[src/logic/druaga_bus_config.svh]
/* Bus core sizing: CPU bus widths, RAM depths
   and the size of the player input window */
`ifndef DRUAGA_BUS_CONFIG_SVH
`define DRUAGA_BUS_CONFIG_SVH

// CPU side
`define BUS_ADDR_W 16
`define BUS_DATA_W 8

// Main CPU ROM port, $8000-$FFFF
`define ROM_ADDR_W 15

// One video bank, 2 K bytes
`define VRAM_ADDR_W 11

// Shared RAM, 1 K bytes
`define SHARE_ADDR_W 10

// INP0, INP1, INP2, DSW0, DSW1, DSW2
`define INP_WIN_BYTES 6

`endif

[src/logic/druaga_bus_pkg.sv]
/* Bus core types: CPU address views, bus command,
   control latch state and video read request */
`include "druaga_bus_config.svh"

package druaga_bus_pkg;

	// Latch write encoding, value and index ride in the address
	typedef struct packed {
		logic [11:0] region; // Selects the latch block
		logic [2:0]  index;  // Which latch
		logic        value;  // New latch value
	} ctrl_addr_t;

	// Raw view for the map decoders, ctl view for the latches
	typedef union packed {
		logic [`BUS_ADDR_W-1:0] raw;
		ctrl_addr_t             ctl;
	} bus_addr_u;

	// One CPU access
	typedef struct packed {
		bus_addr_u              addr;
		logic                   we;    // High for a write
		logic [`BUS_DATA_W-1:0] wdata;
	} bus_cmd_t;

	// Latch outputs
	typedef struct packed {
		logic [7:0] scroll;     // BG scroll
		logic       main_irq_en;
		logic       sub_irq_en;
		logic       sub_rst_rel; // Sub CPU runs when set
		logic       snd_en;
	} ctrl_state_t;

	// Video side read of both banks
	typedef struct packed {
		logic [`VRAM_ADDR_W-1:0] addr;
	} video_rd_t;

endpackage

[src/logic/bus_port.sv]
/* Four-phase req/ack slave, one access strobe per cycle
   and a held read return */
`timescale 1ns/1ns

module bus_port
	import druaga_bus_pkg::*;
(
	input  logic       MCLK,
	input  logic       RESET,
	input  logic       req,
	output logic       ack,
	input  bus_cmd_t   cmd,
	output logic       access,
	input  logic [7:0] rd_in,
	output logic [7:0] rdata
);

	typedef enum logic [1:0] {
		s_idle,
		s_capture,
		s_acked,
		s_release
	} port_state_t;

	port_state_t state;

	// Strobe in the cycle req is first seen, writes commit on that edge
	assign access = (state == s_idle) && req;

	always_ff @(posedge MCLK) begin
		if (RESET) begin
			state <= s_idle;
			ack   <= 1'b0;
		end else begin
			ack <= (state == s_acked); // Two edges after req seen
			case (state)
				s_idle: begin
					if (req)
						state <= s_capture;
				end
				s_capture: state <= s_acked;
				s_acked: begin
					if (!req)
						state <= s_release; // Master done
				end
				default: state <= s_idle; // ack drops here
			endcase
		end
	end

	// Sync RAM output is valid one edge after the strobe
	always_ff @(posedge MCLK) begin
		if (state == s_capture && !cmd.we)
			rdata <= rd_in;
	end

endmodule

[config.mk]
export PLATFORM = sky130hd
export DESIGN_NAME = bus_port
export DESIGN_NICKNAME = d
export VERILOG_FILES = /design/src/logic/druaga_bus_pkg.sv /design/src/logic/bus_port.sv
export VERILOG_INCLUDE_DIRS = /design/src /design/src/logic
export SDC_FILE = /design/constraint.sdc
export NUM_CORES = 1
export LEC_CHECK = 0
export BUFFER_PORTS_ARGS = -buffer_cell sky130_fd_sc_hd__buf_4
export CAP_MARGIN = 15
export CELL_PAD_IN_SITES_DETAIL_PLACEMENT = 1
export CELL_PAD_IN_SITES_GLOBAL_PLACEMENT = 2
export CORE_MARGIN = 5
export CORE_UTILIZATION = 17
export DETAILED_ROUTE_END_ITERATION = 6
export PLACE_DENSITY = 0.69
export SLEW_MARGIN = 10
export SYNTH_ARGS = -nofsm -noshare
export SYNTH_HDL_FRONTEND = slang
export SYNTH_SLANG_ARGS = --single-unit
[constraint.sdc]
create_clock -name MCLK -period 1.9 [get_ports MCLK]
set_clock_uncertainty 0.1 [all_clocks]
set_input_delay 0.095 -clock MCLK [delete_from_list [all_inputs] [get_ports MCLK]]
set_output_delay 0.095 -clock MCLK [all_outputs]
set_load 0.01 [all_outputs]
==> flow_summary.ini <==
[cts]
clock_latency_ps = 260
clkTransAtPathRegs_ps = 70
cts_tree = done
clock_sinks = 11
cts_root_buf = clkbuf_4
cts_max_level = 1
post_cts_buffers = 0
cts_made_buffers = 3
ctsLongestPathBuffers = 2
post_cts_resized = 0
cts_hold_buf = 9

[placement]
post_dp_cell_area_um2 = 638
gp_congestion = 0.627
preCtsSetupSlack_ps = 266
port_buffers = 21

[floorplanning]
die_area_mm2 = 0.00373
io_pins = 46
coreArea_mm2 = 0.00248
die_w_um = 61.0
die_y_um = 61.0
row_count = 18
initial_core_util_pct = 17.9

[timing]
tightestPinTransition_ps = 677
period_share_pct = 82.9
finalMaxSlewViolations = 0
fmax_mhz = 635
setup_viol = 0
worst_slack_ps = 324
final_hold_viol_count = 0
slew_headroom_pct = 54.7
rsz0062_at_grt = false
whs_ps = 79.7
layout_min_cycle_time_ps = 1580
fin_tns_setup_ps = 0

[worst_setup_path]
required_ps = 1690
arrival_ps = 1370
critPathKind = flip-flop to flip-flop
cp-end-kind = flip-flop
cp-start-kind = flip-flop
cp-startpoint = state[1]
r2r-start = state[1]
crit_fanout = 8

[status]
status = finished clean

[power_and_ir_drop]
powerDensity_mw_per_mm2 = 920
power_frac_comb_pct = 31.1
p_seq_share_pct = 46.7
p_int_mw = 0.502
clkPwrFrac_pct = 22.3
netSwitchingFraction_pct = 27.7
vdd_drop_max_uv = 343
total_power_mw = 0.694
p_switching_mw = 0.192
p_leak_nw = 0.321

[global_route]
grt_pass1_wl_um = 1470
grt_overflow = 0
antenna_found_initial = 0
grt_pass1_vias = 357
grt_usage_pct = 5.49
grt_max_degree = 9

[layout]
layout_common_cells = buf_4 (21), dlygate4sd3_1 (9), edfxtp_1 (8)
fillers = 283
final_common_cell = buf_4
nNetsFinal = 103
fin_area_um2 = 754
syn2layout_area_growth_pct = 70.3
diodes = 0
drive_gt1_share_pct = 41.9

[routing]
drtPass1Iterations = 2
routedWlPerCell_um = 10.9
drt-initial-drc-count = 11
drt_wl_total_um = 1010
drc = 0
ant_nets = 0
num_vias = 334
avgViaCountPerCell = 3.63

[logic_synthesis]
syn_area_um2 = 443
synth-seq-cells = 11
syn_inst = 28
yosysSeqAreaShare_pct = 67.8
ys_warn_count = 0
avgSynthCellArea_um2 = 15.8
post_synth_num_cell_types = 12
syn-num-nets = 68

[hold_path]
min_path_type = input port to flip-flop
min_from = req

[run]
drv_cap = 0
-- Yosys cell counts (all sizes together) --
master | number | area (um2)
inv | 2 | 7.51
nor3b | 1 | 7.51
nor2 | 1 | 3.75
ha | 4 | 50.1
and2 | 1 | 7.51
and3b | 1 | 8.76
nand2b | 2 | 12.5
nor4 | 1 | 12.5
edfxtp | 8 | 240
dfxtp | 3 | 60.1
nor2b | 2 | 12.5
mux2i | 2 | 20.0
-- registers in the layout (all words and copies together), names as in the netlist --
name / cells
state: 2
ack: 1
rdata: 8
-- metrics by stage --
step / util [%] / cells
final: 30.5 / 92
after global routing: 30.5 / 92
after CTS: 30.5 / 92
after detailed placement: 25.8 / 79
after global placement: 25.8 / 79
after floorplan: - / 28
-- critical path, stage by stage (launching register included) --
cell and delay (ps):
dfxtp_1 340, inv_1 80, ha_1 130, nor2b_1 550
-- final cells by class --
| cell class | count | area, um2 | area share (%) |
|---|---|---|---|
| Clock buffer | 4 | 26.3 | 3.48 |
| Inverter | 2 | 7.51 | 0.995 |
| Multi-Input combinational cell | 15 | 135 | 17.9 |
| Sequential cell | 11 | 300 | 39.8 |
| Tap cell | 30 | 37.5 | 4.98 |
| Timing Repair Buffer | 30 | 248 | 32.8 |
-- power groups by stage --
stage               Clock [mW]  Sequential, mW  Combinational [mW]
global placement             0           0.331               0.202
floorplan                    0           0.338               0.111
detailed placement           0           0.331               0.207
finish                   0.155           0.324               0.216
CTS                      0.162           0.325               0.223
global route             0.173           0.330               0.239
-- cells by family (layout without fill, tap and decap cells) --
| group | count (synthesis) | count (layout) | share of synthesized area [%] |
|---|---|---|---|
| adders and majority gates | 4 | 4 | 11.3 |
| buffers and inverters | 2 | 36 | 1.70 |
| DFF | 11 | 11 | 67.8 |
| muxes | 2 | 2 | 4.52 |
| and+or+nand+nor | 9 | 9 | 14.7 |
-- layer usage --
layer | vias up | part of all wire, % | GRT usage [%]
li1 | 167 | - | -
met5 | - | 0 | 0
met1 | 147 | 40 | 5.89
met3 | 0 | 15 | 1.47
met4 | 0 | 0 | 3.72
met2 | 20 | 45 | 9.37
-- path summary, 6_finish.rpt --
kind | endpoint | slack, ps | depth (start not counted)
setup / recovery | rdata[6] | 320 | 3
hold / removal | state[0] | 80 | 3
hold reg to reg | state[1] | 430 | 2
setup reg to reg | rdata[6] | 320 | 3
No activity file was read; power rests on OpenSTA's default activity.
