File: src/logic/druaga_bus_config.svh
/* Bus core sizing: CPU bus widths, RAM depths
   and the size of the player input window */
`ifndef DRUAGA_BUS_CONFIG_SVH
`define DRUAGA_BUS_CONFIG_SVH

// CPU side
`define BUS_ADDR_W 16
`define BUS_DATA_W 8

// Main CPU ROM port, $8000-$FFFF
`define ROM_ADDR_W 15

// One video bank, 2 K bytes
`define VRAM_ADDR_W 11

// Shared RAM, 1 K bytes
`define SHARE_ADDR_W 10

// INP0, INP1, INP2, DSW0, DSW1, DSW2
`define INP_WIN_BYTES 6

`endif

File: src/logic/druaga_bus_pkg.sv
/* Bus core types: CPU address views, bus command,
   control latch state and video read request */
`include "druaga_bus_config.svh"

package druaga_bus_pkg;

	// Latch write encoding, value and index ride in the address
	typedef struct packed {
		logic [11:0] region; // Selects the latch block
		logic [2:0]  index;  // Which latch
		logic        value;  // New latch value
	} ctrl_addr_t;

	// Raw view for the map decoders, ctl view for the latches
	typedef union packed {
		logic [`BUS_ADDR_W-1:0] raw;
		ctrl_addr_t             ctl;
	} bus_addr_u;

	// One CPU access
	typedef struct packed {
		bus_addr_u              addr;
		logic                   we;    // High for a write
		logic [`BUS_DATA_W-1:0] wdata;
	} bus_cmd_t;

	// Latch outputs
	typedef struct packed {
		logic [7:0] scroll;     // BG scroll
		logic       main_irq_en;
		logic       sub_irq_en;
		logic       sub_rst_rel; // Sub CPU runs when set
		logic       snd_en;
	} ctrl_state_t;

	// Video side read of both banks
	typedef struct packed {
		logic [`VRAM_ADDR_W-1:0] addr;
	} video_rd_t;

endpackage

File: src/logic/sub_map_decode.sv
/* Sub CPU memory map: shared RAM, sound register strobe
   and control latch strobe */
`timescale 1ns/1ns

module sub_map_decode
	import druaga_bus_pkg::*;
(
	input  bus_cmd_t    cmd,
	input  logic        access,
	output logic        share_we,
	input  logic [7:0]  share_q,
	output logic        sound_we,
	output logic [5:0]  sound_addr,
	output logic [7:0]  sound_data,
	output logic        ctrl_we,
	output logic [7:0]  rd_data
);

	logic [15:0] a;
	logic        cs_sreg;
	logic        cs_latch;
	logic        cs_rom;
	logic        cs_share;
	logic        wr;

	assign a = cmd.addr.raw;

	// Sound registers repeat through the low 8 K
	assign cs_sreg  = (a[15:13] == 3'b000) && (a[9:6] == 4'b0000);
	assign cs_latch = (a[15:4] == 12'h200); // $2000-$200F
	assign cs_rom   = (a[15:13] == 3'b111); // $E000-$FFFF, no ROM here
	assign cs_share = !cs_sreg && !cs_latch && !cs_rom;

	assign wr = access && cmd.we;

	assign share_we = wr && cs_share;
	assign ctrl_we  = wr && cs_latch;

	assign sound_we   = wr && cs_sreg;
	assign sound_addr = a[5:0];
	assign sound_data = cmd.wdata;

	assign rd_data = cs_share ? share_q : 8'h00;

endmodule

File: config.mk
export PLATFORM = sky130hd
export DESIGN_NAME = sub_map_decode
export DESIGN_NICKNAME = d
export VERILOG_FILES = /design/src/logic/druaga_bus_pkg.sv /design/src/logic/sub_map_decode.sv
export VERILOG_INCLUDE_DIRS = /design/src /design/src/logic
export SDC_FILE = /design/constraint.sdc
export NUM_CORES = 1
export LEC_CHECK = 0
export BUFFER_PORTS_ARGS = -buffer_cell sky130_fd_sc_hd__buf_2
export CORE_AREA = 5 5 42 44
export DETAILED_ROUTE_END_ITERATION = 10
export DIE_AREA = 0 0 47 49
export PLACE_DENSITY = 0.7
export SETUP_SLACK_MARGIN = 0.15
export SYNTH_ARGS = -nofsm -noshare
export SYNTH_HDL_FRONTEND = slang
export SYNTH_SLANG_ARGS = --single-unit
File: constraint.sdc
create_clock -name vclk -period 1.2
set_input_delay 0.06 -clock vclk [all_inputs]
set_output_delay 0.06 -clock vclk [all_outputs]
set_load 0.01 [all_outputs]
==> summary by stage <==
Finish
Counting the clock-network buffers in the layout gives 0. The total of fill cells in the finished design is 164. The finished layout holds 80 standard cells, fillers aside. The number of antenna diodes is 0. The number of sequential cells in the layout is 0.

The combined flip-flop and latch cell area is 0 µm². The synthesis-to-layout area growth is 61.7%. The post-route cell area is 423 µm². The area of combinational cells with multiple inputs is 194 µm². The fraction of layout instances using a drive strength above 1 is 0.703. In the final design database the tool counted 100 nets.

Clock network
The number of setup buffers added after CTS is 0. The number of hold buffers added after CTS was 0.

STA
The smallest clock period supported by the final layout is computed as 1310 ps. The final-report setup violation count is 11. The final count of hold timing violations was 0. The final number of max-transition violations is 0. Setup repair after global routing could not meet its margin everywhere. The slew at the pin closest to its max-slew limit is 324 ps. Timing would allow up to 0.765 GHz. For the final routed database, the setup TNS stands at -891 ps. The worst relative slew slack is 0.783. In the finished design, the share of the clock period the worst path needs comes to 1.09.

Setup slack on the critical path of the routed design comes to -107 ps.

Global routing
The global-route total usage across every layer is 0.0751. The number of global-route vias before repair is 320. The first global-routing pass estimated 1430 µm of wire. Summed over all layers, the global routing overflow is 0.

The largest net degree at the start of global routing is 10. The initial antenna violation count was 0.

Drt
The average detailed-routed wire length per instance is 12.5 µm. After detailed routing, the number of vias per cell comes to 4.51. After detailed routing, the total wire length is 998 µm. The first-pass iteration count of the detailed router is 4.

The via total after detailed routing is 361. In this run the remaining antenna-violating nets after routing total 0. In the routed design, unresolved DRC markers number 0. In this run, the number of DRC markers left after iteration 0 of detailed routing was 1.

Power and ir drop
The power density normalized to cell area is 295 nW/µm². IR analysis of the VDD net gives a maximum drop of 89.5 µV. The overall power consumption is 0.125 mW. In this run the static leakage power is 0.237 nW.

Logic synthesis
When the netlist entered floorplanning its net count stood at 75. The proportion of synthesized chip area in sequential cells is 0. Counting instances in the post-synthesis netlist gives the leading cell types as sky130_fd_sc_hd__buf_4 (14), sky130_fd_sc_hd__a21oi_1 (9), sky130_fd_sc_hd__nand2_1 (8), sky130_fd_sc_hd__nand3_1 (2), sky130_fd_sc_hd__or4_1 (2). The synthesized area is 262 µm². Yosys attributes the largest share of cell area to sky130_fd_sc_hd__buf_4 (40%), sky130_fd_sc_hd__a21oi_1 (17%), sky130_fd_sc_hd__nand2_1 (11%). The average instance in the mapped netlist occupies 6.38 µm². The number of warnings printed during yosys synthesis is 0. Yosys mapped the design onto 11 distinct sky130hd cell types. The gate count of the mapped netlist is 41.

The cell with the most instances after synthesis is sky130_fd_sc_hd__buf_4. The share of synthesized area in the top cell type comes to 0.402. The cell accounting for the most synthesized area is sky130_fd_sc_hd__buf_4.

Die
The I/O pin count is 59. The floorplan step set the die height to 49 µm. In this run the standard cell core region covers 1400 µm². The starting utilization of the core area is 0.187. The row count is 14. The floorplan step defined a die boundary enclosing 2300 µm². The width of the die is 47 µm.

Outcome
The final reports fail on negative setup slack. The flow ran to the end, but the final reports show violations.

Worst setup path
The data arrival at the endpoint of the critical path is 1250 ps. The biggest fanout along the worst timing path is 3. The class of the most critical setup path is in -> out.

The element type at the critical path start is an input port. At the worst endpoint, the required time is 1140 ps. STA classifies the critical path endpoint as a primary output.

Placed design
The post-detailed-placement half-perimeter wirelength is 790 µm. The post-placement cell count is 78. Input and output buffers added on the ports amount to 35. The cell area after placement is 362 µm². The congestion estimate from routability-driven global placement came to 0.522.

Worst hold path
The path type of the worst min-delay path is in -> out.

Job
Across the run, the number of max-cap violations was 0.
[worst max-delay path, cell delays in order]
cell                      delay, ps
sky130_fd_sc_hd__buf_6           90
sky130_fd_sc_hd__or4_4          580
sky130_fd_sc_hd__nor3b_2        200
sky130_fd_sc_hd__and4_4         220
sky130_fd_sc_hd__buf_6          100
[layout make-up]
type | count | area share
tap | 16 | 0.0473
multi-input combinational | 27 | 0.459
timing repair buffer | 37 | 0.494
[per-stage QoR]
step | utilization | setup WS [ps] | hold WS (ps)
after detailed placement | 0.258 | -205 | 120
after global placement | 0.258 | -198 | 120
final | 0.302 | -107 | 120
after floorplan | - | 47.0 | 211
after CTS | 0.286 | -123 | 120
after global routing | 0.302 | -147 | 120
[power by group]
group	switching, mW	total (mW)	internal (mW)
Clock	0	0	0
Sequential	0	0	0
Combinational	0.0626	0.125	0.0620
[timing repair]
action                     CTS  global route
pin swaps                    3             3
gates cloned                 2             0
resized for setup            6             4
setup endpoints to repair   11            11
[routing by layer]
metal  global-route usage  vias to the layer above  part of all wire  wire [µm]
met3               0.0148                        4              0.15        146
li1                     -                      178                 -          -
met1               0.0783                      155              0.33        331
met5                    0                        -                 0          0
met2                0.147                       24              0.51        512
met4              0.00922                        0            0.0080          8
[path summary, 6_finish.rpt]
check | startpoint | endpoint | slack (ps) | cells after the start
setup / recovery | cmd[19] | ctrl_we | -110 | 5
hold / removal | cmd[10] | sound_addr[1] | 120 | 0
[cells in the final DEF, fill, tap and decap left out]
cell type	count
sky130_fd_sc_hd__or4_4	2
sky130_fd_sc_hd__a21oi_1	8
sky130_fd_sc_hd__buf_6	3
sky130_fd_sc_hd__and4_4	1
sky130_fd_sc_hd__buf_4	2
sky130_fd_sc_hd__nor3_4	1
sky130_fd_sc_hd__o21ai_4	2
sky130_fd_sc_hd__buf_2	32
sky130_fd_sc_hd__a21oi_2	1
sky130_fd_sc_hd__nor3b_2	1
sky130_fd_sc_hd__and4b_1	1
sky130_fd_sc_hd__nand2_1	8
sky130_fd_sc_hd__nand3_1	2
[kinds of logic (layout without fill, tap and decap cells)]
logic type / Yosys count / count (layout) / synth area share
AO/OA/AOI/OAI: 10 / 11 / 0.206
buffers and inverters: 15 / 37 / 0.445
AND/OR/NAND/NOR: 16 / 16 / 0.349
(Power assumes the default switching activity.)
