<file path="config.mk">
export PLATFORM = sky130hd
export DESIGN_NAME = ctrl_regs
export DESIGN_NICKNAME = d
export VERILOG_FILES = /design/src/logic/druaga_bus_pkg.sv /design/src/logic/ctrl_regs.sv
export VERILOG_INCLUDE_DIRS = /design/src /design/src/logic
export SDC_FILE = /design/constraint.sdc
export NUM_CORES = 1
export LEC_CHECK = 0
export BUFFER_PORTS_ARGS = -buffer_cell sky130_fd_sc_hd__buf_4
export CAP_MARGIN = 20
export CORE_MARGIN = 5
export CORE_UTILIZATION = 29
export DETAILED_ROUTE_END_ITERATION = 8
export PLACE_DENSITY = 0.69
export SLEW_MARGIN = 10
export SYNTH_ARGS = -nofsm -noshare
export SYNTH_HDL_FRONTEND = slang
export SYNTH_SLANG_ARGS = --single-unit
</file>
<file path="constraint.sdc">
create_clock -name MCLK -period 3.95 [get_ports MCLK]
set_clock_uncertainty 0.1 [all_clocks]
set_input_delay 0.5925 -clock MCLK [delete_from_list [all_inputs] [get_ports MCLK]]
set_output_delay 0.5925 -clock MCLK [all_outputs]
set_load 0.1 [all_outputs]
</file>
<file path="src/logic/druaga_bus_config.svh">
/* Bus core sizing: CPU bus widths, RAM depths
   and the size of the player input window */
`ifndef DRUAGA_BUS_CONFIG_SVH
`define DRUAGA_BUS_CONFIG_SVH

// CPU side
`define BUS_ADDR_W 16
`define BUS_DATA_W 8

// Main CPU ROM port, $8000-$FFFF
`define ROM_ADDR_W 15

// One video bank, 2 K bytes
`define VRAM_ADDR_W 11

// Shared RAM, 1 K bytes
`define SHARE_ADDR_W 10

// INP0, INP1, INP2, DSW0, DSW1, DSW2
`define INP_WIN_BYTES 6

`endif

</file>
<file path="src/logic/druaga_bus_pkg.sv">
/* Bus core types: CPU address views, bus command,
   control latch state and video read request */
`include "druaga_bus_config.svh"

package druaga_bus_pkg;

	// Latch write encoding, value and index ride in the address
	typedef struct packed {
		logic [11:0] region; // Selects the latch block
		logic [2:0]  index;  // Which latch
		logic        value;  // New latch value
	} ctrl_addr_t;

	// Raw view for the map decoders, ctl view for the latches
	typedef union packed {
		logic [`BUS_ADDR_W-1:0] raw;
		ctrl_addr_t             ctl;
	} bus_addr_u;

	// One CPU access
	typedef struct packed {
		bus_addr_u              addr;
		logic                   we;    // High for a write
		logic [`BUS_DATA_W-1:0] wdata;
	} bus_cmd_t;

	// Latch outputs
	typedef struct packed {
		logic [7:0] scroll;     // BG scroll
		logic       main_irq_en;
		logic       sub_irq_en;
		logic       sub_rst_rel; // Sub CPU runs when set
		logic       snd_en;
	} ctrl_state_t;

	// Video side read of both banks
	typedef struct packed {
		logic [`VRAM_ADDR_W-1:0] addr;
	} video_rd_t;

endpackage

</file>
<file path="src/logic/ctrl_regs.sv">
/* Scroll and control latches, loaded by both CPUs
   with the value carried in the address */
`timescale 1ns/1ns

module ctrl_regs
	import druaga_bus_pkg::*;
(
	input  logic        MCLK,
	input  logic        RESET,
	input  logic        vblank,
	input  logic        main_we,
	input  bus_addr_u   main_addr,
	input  logic        sub_we,
	input  bus_addr_u   sub_addr,
	output ctrl_state_t ctrl,
	output logic        main_irq,
	output logic        sub_irq
);

	logic main_scroll;
	logic main_latch;
	logic sub_latch;

	assign main_scroll = main_we && (main_addr.raw[15:11] == 5'b00111);
	assign main_latch  = main_we && (main_addr.ctl.region == 12'h500);
	assign sub_latch   = sub_we && (sub_addr.ctl.region == 12'h200);

	always_ff @(posedge MCLK) begin
		if (RESET) begin
			ctrl <= '0; // Sub CPU held in reset
		end else begin
			if (main_scroll)
				ctrl.scroll <= main_addr.raw[10:3];

			if (main_latch) begin
				case (main_addr.ctl.index)
					3'd0: ctrl.sub_irq_en  <= main_addr.ctl.value;
					3'd1: ctrl.main_irq_en <= main_addr.ctl.value;
					3'd3: ctrl.snd_en      <= main_addr.ctl.value;
					3'd5: ctrl.sub_rst_rel <= main_addr.ctl.value;
					default: ;
				endcase
			end

			// Sub CPU comes last so it wins a same-cycle clash
			if (sub_latch) begin
				case (sub_addr.ctl.index)
					3'd0: ctrl.sub_irq_en  <= sub_addr.ctl.value;
					3'd3: ctrl.snd_en      <= sub_addr.ctl.value;
					3'd5: ctrl.sub_rst_rel <= sub_addr.ctl.value;
					default: ; // No access to the main IRQ enable
				endcase
			end
		end
	end

	assign main_irq = ctrl.main_irq_en && vblank;
	assign sub_irq  = ctrl.sub_irq_en && vblank;

endmodule

</file>
==> results of run 1 <==
==> worst max-delay path by stage <==
| stage | start | to | slack (ps) | cells past startpoint |
|---|---|---|---|---|
| finish | main_addr[6] | ctrl[0]$_SDFF_PP0_ | 1630 | 5 |
| floorplan | ctrl[3]$_SDFFE_PP0P_ | main_irq | 1440 | 1 |
| global placement | main_addr[6] | ctrl[0]$_SDFF_PP0_ | 1390 | 5 |
| global route | main_addr[6] | ctrl[0]$_SDFF_PP0_ | 1550 | 5 |
| detailed placement | main_addr[6] | ctrl[0]$_SDFF_PP0_ | 1350 | 5 |
| CTS | main_addr[6] | ctrl[0]$_SDFF_PP0_ | 1630 | 5 |
==> cell usage after synthesis (2+ instances only) <==
cell	count	area (µm²)
a211oi_1	2	15.0
and2_1	2	12.5
and3b_1	2	17.5
dfxtp_1	12	240
mux2i_1	8	80.1
nand2_1	3	11.3
nand2b_1	3	18.8
nand3b_1	3	22.5
nor2_1	12	45.0
nor4_1	5	31.3
o21ai_1	2	10.0
or3_1	2	12.5
or4_4	3	33.8
==> layer usage <==
| layer | global-route usage [%] | part of all wire, % |
|---|---|---|
| met5 | 0 | 0 |
| met3 | 5.43 | 15 |
| met1 | 14.7 | 43 |
| met4 | 3.31 | 0.50 |
| met2 | 18.9 | 41 |
==> layout make-up <==
class                           count  area share (%)
Multi-Input combinational cell     59            37.5
Inverter                            1           0.347
Sequential cell                    12            22.2
Clock buffer                        3            2.08
Timing Repair Buffer               50            34.7
Tap cell                           28            3.24
==> cells by family after synthesis <==
group                  Yosys count
flip-flops                      12
multiplexers                     8
buffers and inverters            2
AND/OR/NAND/NOR                 41
AO/OA/AOI/OAI                   10
==> metrics by stage <==
| stage | total power [mW] | hold WS [ps] | worst slack (ps) |
|---|---|---|---|
| floorplan | 0.139 | 565 | 1440 |
| global placement | 0.173 | 378 | 1390 |
| detailed placement | 0.174 | 384 | 1350 |
| CTS | 0.247 | 409 | 1630 |
| global route | 0.258 | 439 | 1550 |
| finish | 0.244 | 408 | 1630 |
==> worst max-delay path: stages <==
cell and delay [ps]:
buf_4 110, or4_4 530, or4_4 550, or3_1 350, a311oi_1 250
==> where the power goes <==
| part | switching, mW | internal [mW] | leakage (nW) |
|---|---|---|---|
| Sequential | 0.000332 | 0.121 | 0.0967 |
| Combinational | 0.0205 | 0.0287 | 0.349 |
| Clock | 0.0377 | 0.0352 | 0.0138 |
==> results.ini, run 1 <==
[finish]
drive_gt1_share_pct = 45.6
nNetsFinal = 164
instances_no_fill = 153
antenna_cells = 0
final_util_pct = 49.4
area_growth_syn_to_layout_pct = 65.7
reg_top3 = ctrl (12)
fill_cells = 218
most-common-layout-cells = buf_4 (50), nor2_1 (12), dfxtp_1 (12), mux2i_1 (8), nor4_1 (5)
multiInputGateArea_um2 = 405
largest-register = ctrl
final-seq-area_um2 = 240
fin_area_um2 = 1080
largest_register_ffs = 12
layout_commonest_cell = buf_4

[critical_path]
reg2reg_slack_ps = 3120
cp.arrival_ps = 2390
start_kind = input pin
cp-end-kind = flip-flop
crit_fanout = 4
r2r-start = ctrl[2]$_SDFF_PP0_
required_ps = 4030
timing.rr.end = ctrl[2]$_SDFF_PP0_
reg2reg_depth = 2
crit_type = in -> reg

[sta]
fin_setup_tns_ps = 0
drv_slew = 0
setup_viol = 0
fmax_mhz = 432
slew_headroom_pct = 48.5
period_minus_slack_ps = 2320
tightestPinTransition_ps = 768
post-route-period-util_pct = 58.6
finalHoldViolations = 0
rsz0062_at_grt = no

[grt]
antenna_found_initial = 0
grt_max_degree = 13
grtUsageTotal_pct = 12.0
grt_pass1_vias = 764
grt_pass1_wl_um = 3220
grt_overflow = 0

[synthesis]
ys.flop_type = dfxtp_1
synth-seq-cells = 12
synth_enable_flop_cells = 0
synth_top_family_by_area = simple AND/OR/NAND/NOR gates
ys_types = 27
avgSynthCellArea_um2 = 8.95
ys_warn_count = 0
synth_compound_area_share_pct = 11.1
synthXorXnorAreaFrac_pct = 0
synthAdderAreaFrac_pct = 0
synth_area_um2 = 653
muxShareOfSynthArea_pct = 12.3
seq_area_frac_synth_pct = 36.8
synthArstFlopShare_pct = 0
synth-simple-area-share_pct = 38.7
synth_fp_nets = 110
syn_inst = 73

[drt]
dr.pass1.iters = 4
drtIter0Drc = 18
vias = 777
vias_per_cell = 5.08
wl_per_cell_um = 13.0
drcViolationCount = 0
ant_nets = 0
wl_um = 1980

[floorplanning]
die_area_um2 = 3300
core_area_um2 = 2190
die_x_um = 57.5
initial_core_util_pct = 29.8
die_h_um = 57.5
pin_count = 51
rows = 17

[clock_tree]
cts_resized = 0
cts_buffer_depth = 2
cts_tree = built
cts.clk_slew.worst_paths_ps = 70
cts_made_buffers = 3
clock_latency_ps = 260
clock-root-buffer = clkbuf_4
post_cts_buffers = 0
cts.sinks = 12
hold_buffers = 0
htree_levels = 1

[power_and_ir_drop]
max-vdd-ir-drop_v = 0.000140
leakage_nw = 0.459
p_per_area_nw_per_um2 = 225

[run]
max-cap-violations = 0

[place]
gp_congestion = 0.814
place_area_um2 = 1060
io_buffers = 50
hpwl_um = 1700
dp.cells = 150

[outcome]
status = complete, no violations

[hold_path]
hold_path_startpoint = ctrl[2]$_SDFF_PP0_
hold_path_depth = 2
min_to = ctrl[2]$_SDFF_PP0_
hold_class = reg -> reg

Note: power is estimated with default switching activity, not from simulation.
==> inputs of run 2 (changes only) <==
--- a/config.mk
+++ b/config.mk
@@ -11,7 +11,7 @@
 export CORE_MARGIN = 5
 export CORE_UTILIZATION = 29
 export DETAILED_ROUTE_END_ITERATION = 8
-export PLACE_DENSITY = 0.69
+export PLACE_DENSITY = 0.71
 export SLEW_MARGIN = 10
 export SYNTH_ARGS = -nofsm -noshare
 export SYNTH_HDL_FRONTEND = slang
==> constraint.sdc (replaced) <==
create_clock -name MCLK -period 2 [get_ports MCLK]
set_clock_uncertainty 0.1 [all_clocks]
set_input_delay 0.3 -clock MCLK [delete_from_list [all_inputs] [get_ports MCLK]]
set_output_delay 0.3 -clock MCLK [all_outputs]
set_load 0.1 [all_outputs]
==> run 2 against run 1 <==
Compared with the run above: sequential power grew 98%; non-clock buffer count increased by 7; first-iteration DRC count rose by 39%; worst setup slack got worse by 1600 ps; critical endpoint unchanged.
==> results.ini, run 2 (synthesis results as in run 1) <==
[floorplanning]
pin_count = 51  ; unchanged
die_area_um2 = 3300  ; unchanged
core_area_um2 = 2190  ; unchanged
die_x_um = 57.5  ; unchanged
rows = 17  ; unchanged
die_h_um = 57.5  ; unchanged
initial_core_util_pct = 29.8  ; unchanged

[sta]
finalHoldViolations = 0  ; unchanged
period_minus_slack_ps = 1970
rsz0062_at_grt = yes
setup_viol = 0  ; unchanged
hold_slack_ps = 183  ; -225 ps
post-route-period-util_pct = 98.4
slew_headroom_pct = 76.3  ; +28 points
drv_slew = 0  ; unchanged
tightestPinTransition_ps = 352  ; -416 ps
setup_ws_ps = 32.5  ; -1600 ps
fmax_mhz = 508

[critical_path]
cp-end-kind = flip-flop
start_kind = input pin
crit_fanout = 2  ; -2
required_ps = 2080  ; -1950 ps
cp.arrival_ps = 2050  ; -340 ps
crit_type = in -> reg

[clock_tree]
cts.clk_slew.worst_paths_ps = 70  ; about the same
clock_latency_ps = 260  ; about the same
clock-root-buffer = clkbuf_4
cts_made_buffers = 3  ; unchanged
cts_tree = built
cts_buffer_depth = 2  ; unchanged
htree_levels = 1  ; unchanged
cts.sinks = 12  ; unchanged

[place]
dp.cells = 157  ; +4.7%
io_buffers = 50  ; unchanged
place_ws_ps = -267  ; -1620 ps
hpwl_um = 1760  ; +3.0%
gp_congestion = 0.826  ; +1.4%

[power_and_ir_drop]
p_per_area_nw_per_um2 = 419  ; +86%
p_int_uw = 371  ; +100%
max-vdd-ir-drop_v = 0.000255  ; +82%
swShare_pct = 24.0  ; +0.052 points
clkPwrFrac_pct = 29.3  ; -0.6 points
leakage_nw = 0.502  ; +9.2%
p_sw_uw = 117  ; +100%
pwr-share-comb_pct = 21.5  ; +1.3 points
seq_power_share_pct = 49.2  ; -0.8 points
total_power_uw = 489  ; +100%

[grt]
grt_max_degree = 13  ; unchanged
grt_pass1_vias = 859  ; +12%
grt_pass1_wl_um = 3590  ; +12%
grtUsageTotal_pct = 13.7  ; +1.7 points
grt_overflow = 0  ; unchanged
antenna_found_initial = 0  ; unchanged

[finish]
largest-register = ctrl
drive_gt1_share_pct = 52.3  ; +6.7 points
area_growth_syn_to_layout_pct = 78.7
layout_commonest_cell = buf_4
largest_register_ffs = 12  ; unchanged
multiInputGateArea_um2 = 427  ; +5.2%
most-common-layout-cells = buf_4 (54), nor2_1 (12), dfxtp_1 (12), mux2i_1 (8), nor4_1 (5)
fill_cells = 218  ; unchanged
reg_top3 = ctrl (12)
antenna_cells = 0  ; unchanged
instances_no_fill = 160  ; +4.6%
final_util_pct = 53.3  ; +3.9 points
final-seq-area_um2 = 240  ; unchanged
nNetsFinal = 171  ; +4.3%

[drt]
vias = 817  ; +5.1%
vias_per_cell = 5.11  ; +0.55%
ant_nets = 0  ; unchanged
wl_per_cell_um = 13.3  ; +2.6%
wl_um = 2130  ; +7.3%
drcViolationCount = 0  ; unchanged
dr.pass1.iters = 4  ; unchanged
drtIter0Drc = 25  ; +7

[outcome]
status = complete, no violations

[hold_path]
hold_class = in -> reg

[run]
max-cap-violations = 0  ; unchanged

## run 2: cell types whose count changed in the layout (fill, tap and decap cells not counted), sizes merged
cell,change
buf,+7
## run 2: critical path: stages
cell and delay (ps):
buf_6 90, or4_4 530, or4_4 530, or3_4 380, a311oi_2 230
## run 2: power groups by stage
stage | Clock [mW] | Combinational, mW | Sequential (mW)
2_1_floorplan | 0 | 0.0202 | 0.255
3_3_place_gp | 0 | 0.100 | 0.246
3_5_place_dp | 0 | 0.102 | 0.246
4_1_cts | 0.149 | 0.103 | 0.241
5_1_grt | 0.165 | 0.114 | 0.241
6_report | 0.143 | 0.105 | 0.241
## run 2: final cells by class
cell class	count	share of cell area, %
timing repair buffer	57	37.6
clock buffer	3	1.93
tap	28	3.00
sequential	12	20.6
multi-input combinational	59	36.5
inverter	1	0.322
## run 2: per-layer routing
metal | global-route usage, % | wire length (µm) | vias up
li1 | - | - | 400
met1 | 15.6 | 854 | 363
met2 | 22.7 | 937 | 52
met3 | 4.98 | 322 | 2
met4 | 5.96 | 14 | 0
met5 | 0 | 0 | -
## run 2: final timing paths
path                                to          startpoint  depth (start not counted)  slack [ps]
hold reg to reg     ctrl[2]$_SDFF_PP0_  ctrl[2]$_SDFF_PP0_                          2         380
setup / recovery    ctrl[0]$_SDFF_PP0_        main_addr[5]                          5          30
setup reg to reg    ctrl[2]$_SDFF_PP0_  ctrl[2]$_SDFF_PP0_                          2        1200
hold / removal    ctrl[7]$_SDFFE_PP0P_        main_addr[6]                          3         180
## run 2: through the flow
| step | cell area [µm²] | setup TNS (ps) |
|---|---|---|
| after global routing | 1170 | -5.98 |
| final | 1170 | 0 |
| after detailed placement | 1110 | -663 |
| after CTS | 1140 | 0 |
| after global placement | 1110 | -580 |
| after floorplan | 656 | -114 |
## run 2: timing repair
item / in CTS / in global routing
buffers inserted: 0 / 0
gates resized for setup: 0 / 6
hold buffers: 0 / 0
setup endpoints to repair: 0 / 2
