[src/logic/druaga_bus_config.svh]
/* Bus core sizing: CPU bus widths, RAM depths
   and the size of the player input window */
`ifndef DRUAGA_BUS_CONFIG_SVH
`define DRUAGA_BUS_CONFIG_SVH

// CPU side
`define BUS_ADDR_W 16
`define BUS_DATA_W 8

// Main CPU ROM port, $8000-$FFFF
`define ROM_ADDR_W 15

// One video bank, 2 K bytes
`define VRAM_ADDR_W 11

// Shared RAM, 1 K bytes
`define SHARE_ADDR_W 10

// INP0, INP1, INP2, DSW0, DSW1, DSW2
`define INP_WIN_BYTES 6

`endif

[src/logic/druaga_bus_pkg.sv]
/* Bus core types: CPU address views, bus command,
   control latch state and video read request */
`include "druaga_bus_config.svh"

package druaga_bus_pkg;

	// Latch write encoding, value and index ride in the address
	typedef struct packed {
		logic [11:0] region; // Selects the latch block
		logic [2:0]  index;  // Which latch
		logic        value;  // New latch value
	} ctrl_addr_t;

	// Raw view for the map decoders, ctl view for the latches
	typedef union packed {
		logic [`BUS_ADDR_W-1:0] raw;
		ctrl_addr_t             ctl;
	} bus_addr_u;

	// One CPU access
	typedef struct packed {
		bus_addr_u              addr;
		logic                   we;    // High for a write
		logic [`BUS_DATA_W-1:0] wdata;
	} bus_cmd_t;

	// Latch outputs
	typedef struct packed {
		logic [7:0] scroll;     // BG scroll
		logic       main_irq_en;
		logic       sub_irq_en;
		logic       sub_rst_rel; // Sub CPU runs when set
		logic       snd_en;
	} ctrl_state_t;

	// Video side read of both banks
	typedef struct packed {
		logic [`VRAM_ADDR_W-1:0] addr;
	} video_rd_t;

endpackage

[src/logic/main_map_decode.sv]
/* Main CPU memory map: video banks, shared RAM, input window,
   ROM and control latch strobe */
`timescale 1ns/1ns
`include "druaga_bus_config.svh"

module main_map_decode
	import druaga_bus_pkg::*;
(
	input  bus_cmd_t                cmd,
	input  logic                    access,
	output logic                    vram_lo_we,
	output logic                    vram_hi_we,
	output logic                    share_we,
	output logic [`ROM_ADDR_W-1:0]  rom_addr,
	input  logic [7:0]              rom_data,
	input  logic [7:0]              vram_lo_q,
	input  logic [7:0]              vram_hi_q,
	input  logic [7:0]              share_q,
	input  logic [47:0]             inputs,
	output logic [7:0]              rd_data,
	output logic                    ctrl_we
);

	logic [15:0] a;
	logic        cs_vlo;
	logic        cs_vhi;
	logic        cs_scroll;
	logic        cs_share;
	logic        cs_inp;
	logic        cs_latch;
	logic        cs_rom;
	logic        wr;
	logic [7:0]  inp_byte;

	assign a = cmd.addr.raw;

	assign cs_vlo    = (a[15:11] == 5'b00000);  // $0000-$07FF
	assign cs_vhi    = (a[15:11] == 5'b00001);  // $0800-$0FFF
	assign cs_scroll = (a[15:11] == 5'b00111);  // $3800-$3FFF
	assign cs_share  = (a[15:10] == 6'b010000); // $4000-$43FF
	assign cs_inp    = (a[15:11] == 5'b01001);  // $4800-$4FFF
	assign cs_latch  = (a[15:4] == 12'h500);    // $5000-$500F
	assign cs_rom    = a[15];                   // $8000-$FFFF

	assign wr = access && cmd.we;

	assign vram_lo_we = wr && cs_vlo;
	assign vram_hi_we = wr && cs_vhi;
	assign share_we   = wr && cs_share;
	assign ctrl_we    = wr && (cs_scroll || cs_latch);

	assign rom_addr = a[`ROM_ADDR_W-1:0];

	// Switch and DIP bytes at the bottom of the window
	always_comb begin
		inp_byte = 8'h00;
		if (a[10:3] == 8'h00 && a[2:0] < `INP_WIN_BYTES)
			inp_byte = inputs[{a[2:0], 3'b000} +: 8];
	end

	// Earlier region wins
	always_comb begin
		if (cs_vlo)
			rd_data = vram_lo_q;
		else if (cs_vhi)
			rd_data = vram_hi_q;
		else if (cs_share)
			rd_data = share_q;
		else if (cs_inp)
			rd_data = inp_byte;
		else if (cs_rom)
			rd_data = rom_data;
		else
			rd_data = 8'h00; // Unmapped
	end

endmodule

[config.mk]
export PLATFORM = sky130hd
export DESIGN_NAME = main_map_decode
export DESIGN_NICKNAME = d
export VERILOG_FILES = /design/src/logic/druaga_bus_pkg.sv /design/src/logic/main_map_decode.sv
export VERILOG_INCLUDE_DIRS = /design/src /design/src/logic
export SDC_FILE = /design/constraint.sdc
export NUM_CORES = 1
export LEC_CHECK = 0
export BUFFER_PORTS_ARGS = -buffer_cell sky130_fd_sc_hd__buf_2
export CAP_MARGIN = 20
export CORE_MARGIN = 8
export CORE_UTILIZATION = 36
export DETAILED_ROUTE_END_ITERATION = 8
export GPL_TIMING_DRIVEN = 0
export PLACE_DENSITY = 0.91
export SYNTH_ARGS = -nofsm -noshare
export SYNTH_HDL_FRONTEND = slang
export SYNTH_SLANG_ARGS = --single-unit
[constraint.sdc]
create_clock -name vclk -period 3.8
set_clock_uncertainty 0.05 [all_clocks]
set_input_delay 0.76 -clock vclk [all_inputs]
set_output_delay 0.76 -clock vclk [all_outputs]
set_load 0.02 [all_outputs]
==> results of run 1 <==
power groups by stage:
| stage | logic, mW | registers [mW] | clock network [mW] |
|---|---|---|---|
| after floorplan | 0.101 | 0 | 0 |
| final | 0.177 | 0 | 0 |
| after CTS | 0.178 | 0 | 0 |
| after global placement | 0.174 | 0 | 0 |
| after detailed placement | 0.178 | 0 | 0 |
| after global routing | 0.193 | 0 | 0 |
routing by layer:
metal  vias up  global-route usage [%]  part of all wire [%]
li1        719                       -                     -
met1       650                   18.40                    35
met2        82                   32.80                    51
met3         2                   6.947                    14
met4         0                   1.253                  0.60
met5         -                       0                     0
kinds of logic after synthesis:
kind of cell / synth area share, %
buffers and inverters: 18.24
muxes: 33.38
AOI/OAI and AO/OA: 31.02
and+or+nand+nor: 17.37
Yosys cell counts, drive strengths merged:
cell type,count,area (um^2)
a21o,3,22.52
a221oi,4,35.03
nor3,3,15.01
mux4,7,157.7
or3,1,6.260
or3b,1,8.760
nand4,1,6.260
o21a,2,15.01
a211oi,2,15.01
or4,2,15.01
inv,3,11.26
mux2,7,78.83
nor2,5,18.77
a31oi,1,6.260
nor4b,1,8.760
a21oi,2,10.01
or2,2,12.52
clkbuf,6,22.52
nand2,8,32.54
o22ai,12,112.6
o32ai,2,17.52
a22o,1,8.760
nor4,3,40.04
o21ai,8,40.03
mux2i,10,100.1
a22oi,4,30.03
buf,21,150.1
nand3,1,5.000
nor2b,1,6.260
worst paths after layout:
check	slack (ns)	depth (start not counted)	to	from
worst min-delay path	1.69	2	rom_addr[2]	cmd[11]
worst max-delay path	0.63	7	rd_data[3]	cmd[24]
stage by stage:
step	instance area, um^2	power, mW
2_1_floorplan	1008	0.1011
3_3_place_gp	1658	0.1737
3_5_place_dp	1658	0.1777
4_1_cts	1658	0.1783
5_1_grt	1658	0.1933
6_report	1658	0.1766
layout make-up:
| class | count | area, um^2 |
|---|---|---|
| multi-input cells | 94 | 824.5 |
| inverters | 3 | 11.26 |
| repair buffers | 122 | 610.6 |
| well taps | 31 | 38.79 |
| fillers | 272 | 1052 |
| plain buffers | 27 | 172.7 |
==> impl_metrics.yaml, run 1 <==
routing:
  first_pass_iters: 4
  wl_per_cell_um: 16.18
  routed_wirelength_mm: 4.481
  drc: 0
  detail_route.vias_per_cell: 5.245
  vias: 1453
  drt_iter0_drc: 66
  ant_nets: 0
layout:
  diodes: 0
  final_nets: 354
  final_common_cell: "buf_2"
  stdcell_count: 277
  area_delta_synth_final_pct: 64.39
  seq_cells: 0
  fin_util_pct: 61.17
  ff_latch_area_um2: 0
  num-clock-buffers: 0
  drive_gt1_share_pct: 67.48
  final_cell_mix: "125 x buf_2, 16 x buf_4, 10 x mux2i_1"
yosys:
  synth.avg_cell_area_um2: 8.133
  syn_area_um2: 1008
  yosys.cell_types.count: 38
  synth_warnings: 0
  synth.net_count: 230
  synthCells: 124
  ys_seq_area_share_pct: 0
power:
  power_switching_mw: 0.08234
  swShare_pct: 46.61
  sequentialPowerShare_pct: 0
  power_density_nw_per_um2: 106.5
  power.internal_mw: 0.09430
  clock_power_share_pct: 0
  power.leakage_nw: 0.8793
  peakVddDrop_uv: 67.58
  comb_power_share_pct: 100.0
setup_path:
  crit_fanout: 10
  end_kind: "primary output"
  crit_type: "input port to primary output"
  crit_top_cell: "buf_2"
  slowest_stage: "nor4_2"
  crit_path_max_incr_delay_ns: 0.63
  start_kind: "input port"
  required_ns: 2.99
  crit_arrival_ns: 2.36
  path_delay_family: "simple AND/OR/NAND/NOR gates"
  crit_chain: "buf_2 -> clkbuf_1 -> nor4_2 -> a21o_1 -> a22oi_1 -> o22ai_1 -> buf_2"
  critPathBufInv: 3
place:
  place_ws_ns: 0.6223
  dp_hpwl_mm: 4.002
  io_buffers: 122
  dp_cells: 277
  gp_congestion: 0.7077
floorplan:
  ios: 133
  fp.coreArea_um2: 2710
  start_util_pct: 37.21
  die_x_um: 68.93
  die_h_um: 68.93
  die-area_um2: 4751
  num_rows: 19
timing:
  fmax_ghz: 0.3158
  finalHoldViolations: 0
  finalSetupTns_ns: 0
  fin_crit_sh_pct: 83.32
  slew_headroom_pct: 55.07
  drv_slew: 0
  worst_slack_ns: 0.6337
  hold_ws_ns: 1.690
  setup_viol_count_final: 0
  min_period_ns: 3.166
  rsz0062_at_grt: "no"
  tightestPinTransition_ns: 0.6684
clock_network:
  holdBufCountCts: 0
  cts_resized: 0
  cts_setup_buffers: 0
status:
  status: "completed"
grt:
  grt_pass1_vias: 1523
  antenna_found_initial: 0
  grt_pass1_wl_mm: 6.589
  grt_max_degree: 11
  grt-ovfl-total: 0
  grt_use_total_pct: 17.40
run:
  drv_cap: 0
worst_hold_path:
  hp-class: "input port to primary output"
(Power assumes the default switching activity.)
==> run 2: changes to the inputs <==
--- a/config.mk
+++ b/config.mk
@@ -9,10 +9,10 @@
 export BUFFER_PORTS_ARGS = -buffer_cell sky130_fd_sc_hd__buf_2
 export CAP_MARGIN = 20
 export CORE_MARGIN = 8
-export CORE_UTILIZATION = 36
+export CORE_UTILIZATION = 33
 export DETAILED_ROUTE_END_ITERATION = 8
 export GPL_TIMING_DRIVEN = 0
-export PLACE_DENSITY = 0.91
+export PLACE_DENSITY = 0.84
 export SYNTH_ARGS = -nofsm -noshare
 export SYNTH_HDL_FRONTEND = slang
 export SYNTH_SLANG_ARGS = --single-unit
==> constraint.sdc (replaced) <==
create_clock -name vclk -period 3.15
set_clock_uncertainty 0.05 [all_clocks]
set_input_delay 0.63 -clock vclk [all_inputs]
set_output_delay 0.63 -clock vclk [all_outputs]
set_load 0.02 [all_outputs]
==> impl_metrics.yaml, run 2 (synthesis results as in run 1) <==
layout:
  final_common_cell: "buf_2"
  final_nets: 354
  ff_latch_area_um2: 0
  final_cell_mix: "125 x buf_2, 16 x buf_4, 10 x mux2i_1"
  stdcell_count: 279
  seq_cells: 0
  num-clock-buffers: 0
  diodes: 0
  multi_input_area_um2: 824.5
  drive_gt1_share_pct: 67.48
  area_delta_synth_final_pct: 64.64
  nFillCells: 296
setup_path:
  end_kind: "primary output"
  crit_arrival_ns: 2.32
  slowest_stage: "nor4_2"
  critPathBufInv: 3
  required_ns: 2.47
  path_delay_family: "simple AND/OR/NAND/NOR gates"
  crit_chain: "buf_2 -> clkbuf_1 -> nor4_2 -> a21o_1 -> a22oi_1 -> o22ai_1 -> buf_2"
  crit_top_cell: "buf_2"
  crit_fanout: 10
  start_kind: "input port"
  crit_path_max_incr_delay_ns: 0.70
  crit_type: "input port to primary output"
timing:
  slew_headroom_pct: 49.09
  hold_ws_ns: 1.430
  min_period_ns: 3.004
  drv_slew: 0
  rsz0062_at_grt: "no"
  setup_viol_count_final: 0
  tightestPinTransition_ns: 0.7573
  fmax_ghz: 0.3329
  finalHoldViolations: 0
  finalSetupTns_ns: 0
  fin_crit_sh_pct: 95.35
status:
  status: "completed"
routing:
  routed.top_layer: "met4"
  route.met3.wl_um: 522
  wl_per_cell_um: 16.26
  first_pass_iters: 4
  detail_route.vias_per_cell: 5.287
  wl_met1_mm: 1.713
  ant_nets: 0
  wl_met2_mm: 2.250
  drt_iter0_drc: 38
  drc: 0
  routed_wirelength_mm: 4.537
  vias: 1475
floorplan:
  fp.coreArea_um2: 2978
  ios: 133
  start_util_pct: 33.87
  num_rows: 20
  die_x_um: 71.28
  die_h_um: 71.28
  die-area_um2: 5081
power:
  sequentialPowerShare_pct: 0
  power_switching_mw: 0.1003
  power.internal_mw: 0.1138
  power.leakage_nw: 0.8793
  comb_power_share_pct: 100.0
  power_density_nw_per_um2: 128.9
  clock_power_share_pct: 0
  peakVddDrop_uv: 60.63
  swShare_pct: 46.84
grt:
  grt_pass1_vias: 1665
  grt_max_degree: 11
  grt-ovfl-total: 0
  grt_use_total_pct: 16.89
  antenna_found_initial: 0
  grt_pass1_wl_mm: 7.231
run:
  drv_cap: 0
clock_network:
  holdBufCountCts: 0
  cts_setup_buffers: 0
  cts_resized: 0
place:
  dp_cells: 279
  io_buffers: 122
  dp_hpwl_mm: 4.050
  gp_congestion: 0.8340
worst_hold_path:
  hp-class: "input port to primary output"
## run 2: cell counts in the layout (fill, tap and decap cells not counted)
No cell type changed its count.
## run 2: final timing paths
kind	from	endpoint	slack [ns]	cells past startpoint
setup / recovery	cmd[24]	rd_data[3]	0.15	7
hold / removal	cmd[9]	rom_addr[0]	1.43	2
## run 2: metrics by stage
| step | utilization [%] | instance area, um^2 | total power [mW] | setup WS [ns] |
|---|---|---|---|---|
| after detailed placement | 55.76 | 1660 | 0.2156 | 0.1818 |
| after CTS | 55.76 | 1660 | 0.2163 | 0.1717 |
| after global routing | 55.76 | 1660 | 0.2357 | 0.01686 |
| after global placement | 55.76 | 1660 | 0.2113 | 0.2032 |
| after floorplan | - | 1008 | 0.1220 | 0.2353 |
| final | 55.76 | 1660 | 0.2140 | 0.1465 |
## run 2: power by group through the flow
stage	clock network [mW]	logic [mW]	registers [mW]
2_1_floorplan	0	0.122	0
3_3_place_gp	0	0.211	0
3_5_place_dp	0	0.216	0
4_1_cts	0	0.216	0
5_1_grt	0	0.236	0
6_report	0	0.214	0
## run 2: area by class of cell
class	instances	area share, %
plain buffers	27	10.40
inverters	3	0.6782
multi-input cells	94	49.66
well taps	33	2.487
repair buffers	122	36.77
## run 2: layer usage
| layer | up-vias | track usage [%] |
|---|---|---|
| met1 | 667 | 18.04 |
| met5 | - | 0 |
| met4 | 0 | 2.309 |
| met3 | 6 | 6.695 |
| li1 | 719 | - |
| met2 | 83 | 30.92 |
==> run 3: changes to the inputs <==
--- a/config.mk
+++ b/config.mk
@@ -11,8 +11,8 @@
 export CORE_MARGIN = 8
 export CORE_UTILIZATION = 33
 export DETAILED_ROUTE_END_ITERATION = 8
-export GPL_TIMING_DRIVEN = 0
 export PLACE_DENSITY = 0.84
+export SKIP_LAST_GASP = 1
 export SYNTH_ARGS = -nofsm -noshare
 export SYNTH_HDL_FRONTEND = slang
 export SYNTH_SLANG_ARGS = --single-unit
==> constraint.sdc (replaced) <==
create_clock -name vclk -period 3
set_clock_uncertainty 0.05 [all_clocks]
set_input_delay 0.6 -clock vclk [all_inputs]
set_output_delay 0.6 -clock vclk [all_outputs]
set_load 0.02 [all_outputs]
==> impl_metrics.yaml, run 3 (synthesis results as in run 1) <==
layout:
  num-clock-buffers: 0
  drive_gt1_share_pct: 67.98
  final_nets: 336
  ff_latch_area_um2: 0
  diodes: 0
  final_cell_mix: "125 x buf_2, 10 x mux2i_1"
  final_common_cell: "buf_2"
  nFillCells: 291
  seq_cells: 0
  area_delta_synth_final_pct: 53.47
power:
  peakVddDrop_uv: 61.75
  power_density_nw_per_um2: 135.4
  power.leakage_nw: 0.8209
setup_path:
  crit_fanout: 7
  crit_type: "input port to primary output"
  end_kind: "primary output"
  start_kind: "input port"
  crit_arrival_ns: 2.21
  required_ns: 2.35
timing:
  tightestPinTransition_ns: 0.4039
  finalSetupTns_ns: 0
  min_period_ns: 2.862
  fmax_ghz: 0.3494
  fin_crit_sh_pct: 95.41
  setup_viol_count_final: 0
  hold_ws_ns: 1.381
  rsz0062_at_grt: "no"
  drv_slew: 0
  finalHoldViolations: 0
  slew_headroom_pct: 72.91
clock_network:
  cts_setup_buffers: 0
  cts_resized: 0
  holdBufCountCts: 0
worst_hold_path:
  hold_depth: 2
  hp-class: "input port to primary output"
floorplan:
  ios: 133
  start_util_pct: 33.87
  fp.coreArea_um2: 2978
  die-area_um2: 5081
  die_x_um: 71.28
  die_h_um: 71.28
  num_rows: 20
grt:
  grt_max_degree: 19
  grt-ovfl-total: 0
  grt_use_total_pct: 15.62
  antenna_found_initial: 0
  grt_pass1_vias: 1510
  grt_pass1_wl_mm: 6.693
place:
  dp_hpwl_mm: 3.781
  gp_congestion: 0.8131
  io_buffers: 125
routing:
  wl_per_cell_um: 16.30
  routed.top_layer: "met3"
  vias: 1388
  drt_iter0_drc: 37
  routed_wirelength_mm: 4.254
  detail_route.vias_per_cell: 5.318
  wl_met1_mm: 1.573
  route.met3.wl_um: 560
  drc: 0
  first_pass_iters: 4
  wl_met2_mm: 2.120
  ant_nets: 0
status:
  status: "completed"
run:
  drv_cap: 0
-- run 3: cell count changes in the layout (fill, tap and decap cells not counted) --
cell	previous run	this run
buf_4	16	6
clkbuf_1	6	0
buf_1	1	0
buf_6	1	0
-- run 3: critical path, cell delays in order --
cell	delay [ns]
buf_2	0.13
or3b_1	0.48
or3_1	0.53
o22ai_2	0.21
o22ai_1	0.08
buf_2	0.17
-- run 3: report_power, final --
group	total, mW	internal [mW]	switching [mW]
Sequential	0	0	0
Combinational	0.210	0.108	0.101
Clock	0	0	0
Total	0.210	0.108	0.101
-- run 3: worst paths after layout --
check / start / end / slack, ns
max: cmd[22] / rd_data[0] / 0.14
min: cmd[17] / rom_addr[8] / 1.38
-- run 3: through the flow --
step / util [%] / setup slack (ns) / power [mW] / cell area [um^2] / instances
floorplan: - / 0.1453 / 0.1281 / 1008 / 124
global placement: 51.97 / 0.1446 / 0.2079 / 1548 / 261
detailed placement: 51.97 / 0.1467 / 0.2117 / 1548 / 261
CTS: 51.97 / 0.1425 / 0.2123 / 1548 / 261
global route: 51.97 / 0.06553 / 0.2300 / 1548 / 261
finish: 51.97 / 0.1377 / 0.2095 / 1548 / 261
-- run 3: metal layers --
metal | GRT usage, % | vias up
li1 | - | 684
met1 | 17.14 | 629
met2 | 28.37 | 75
met3 | 6.695 | 0
met4 | 0.4619 | 0
met5 | 0 | -
-- run 3: final cells by class --
type,instances,area [um^2],share of cell area (%)
inverters,3,11.26,0.7276
multi-input cells,94,824.5,53.27
well taps,33,41.29,2.668
repair buffers,131,670.6,43.33
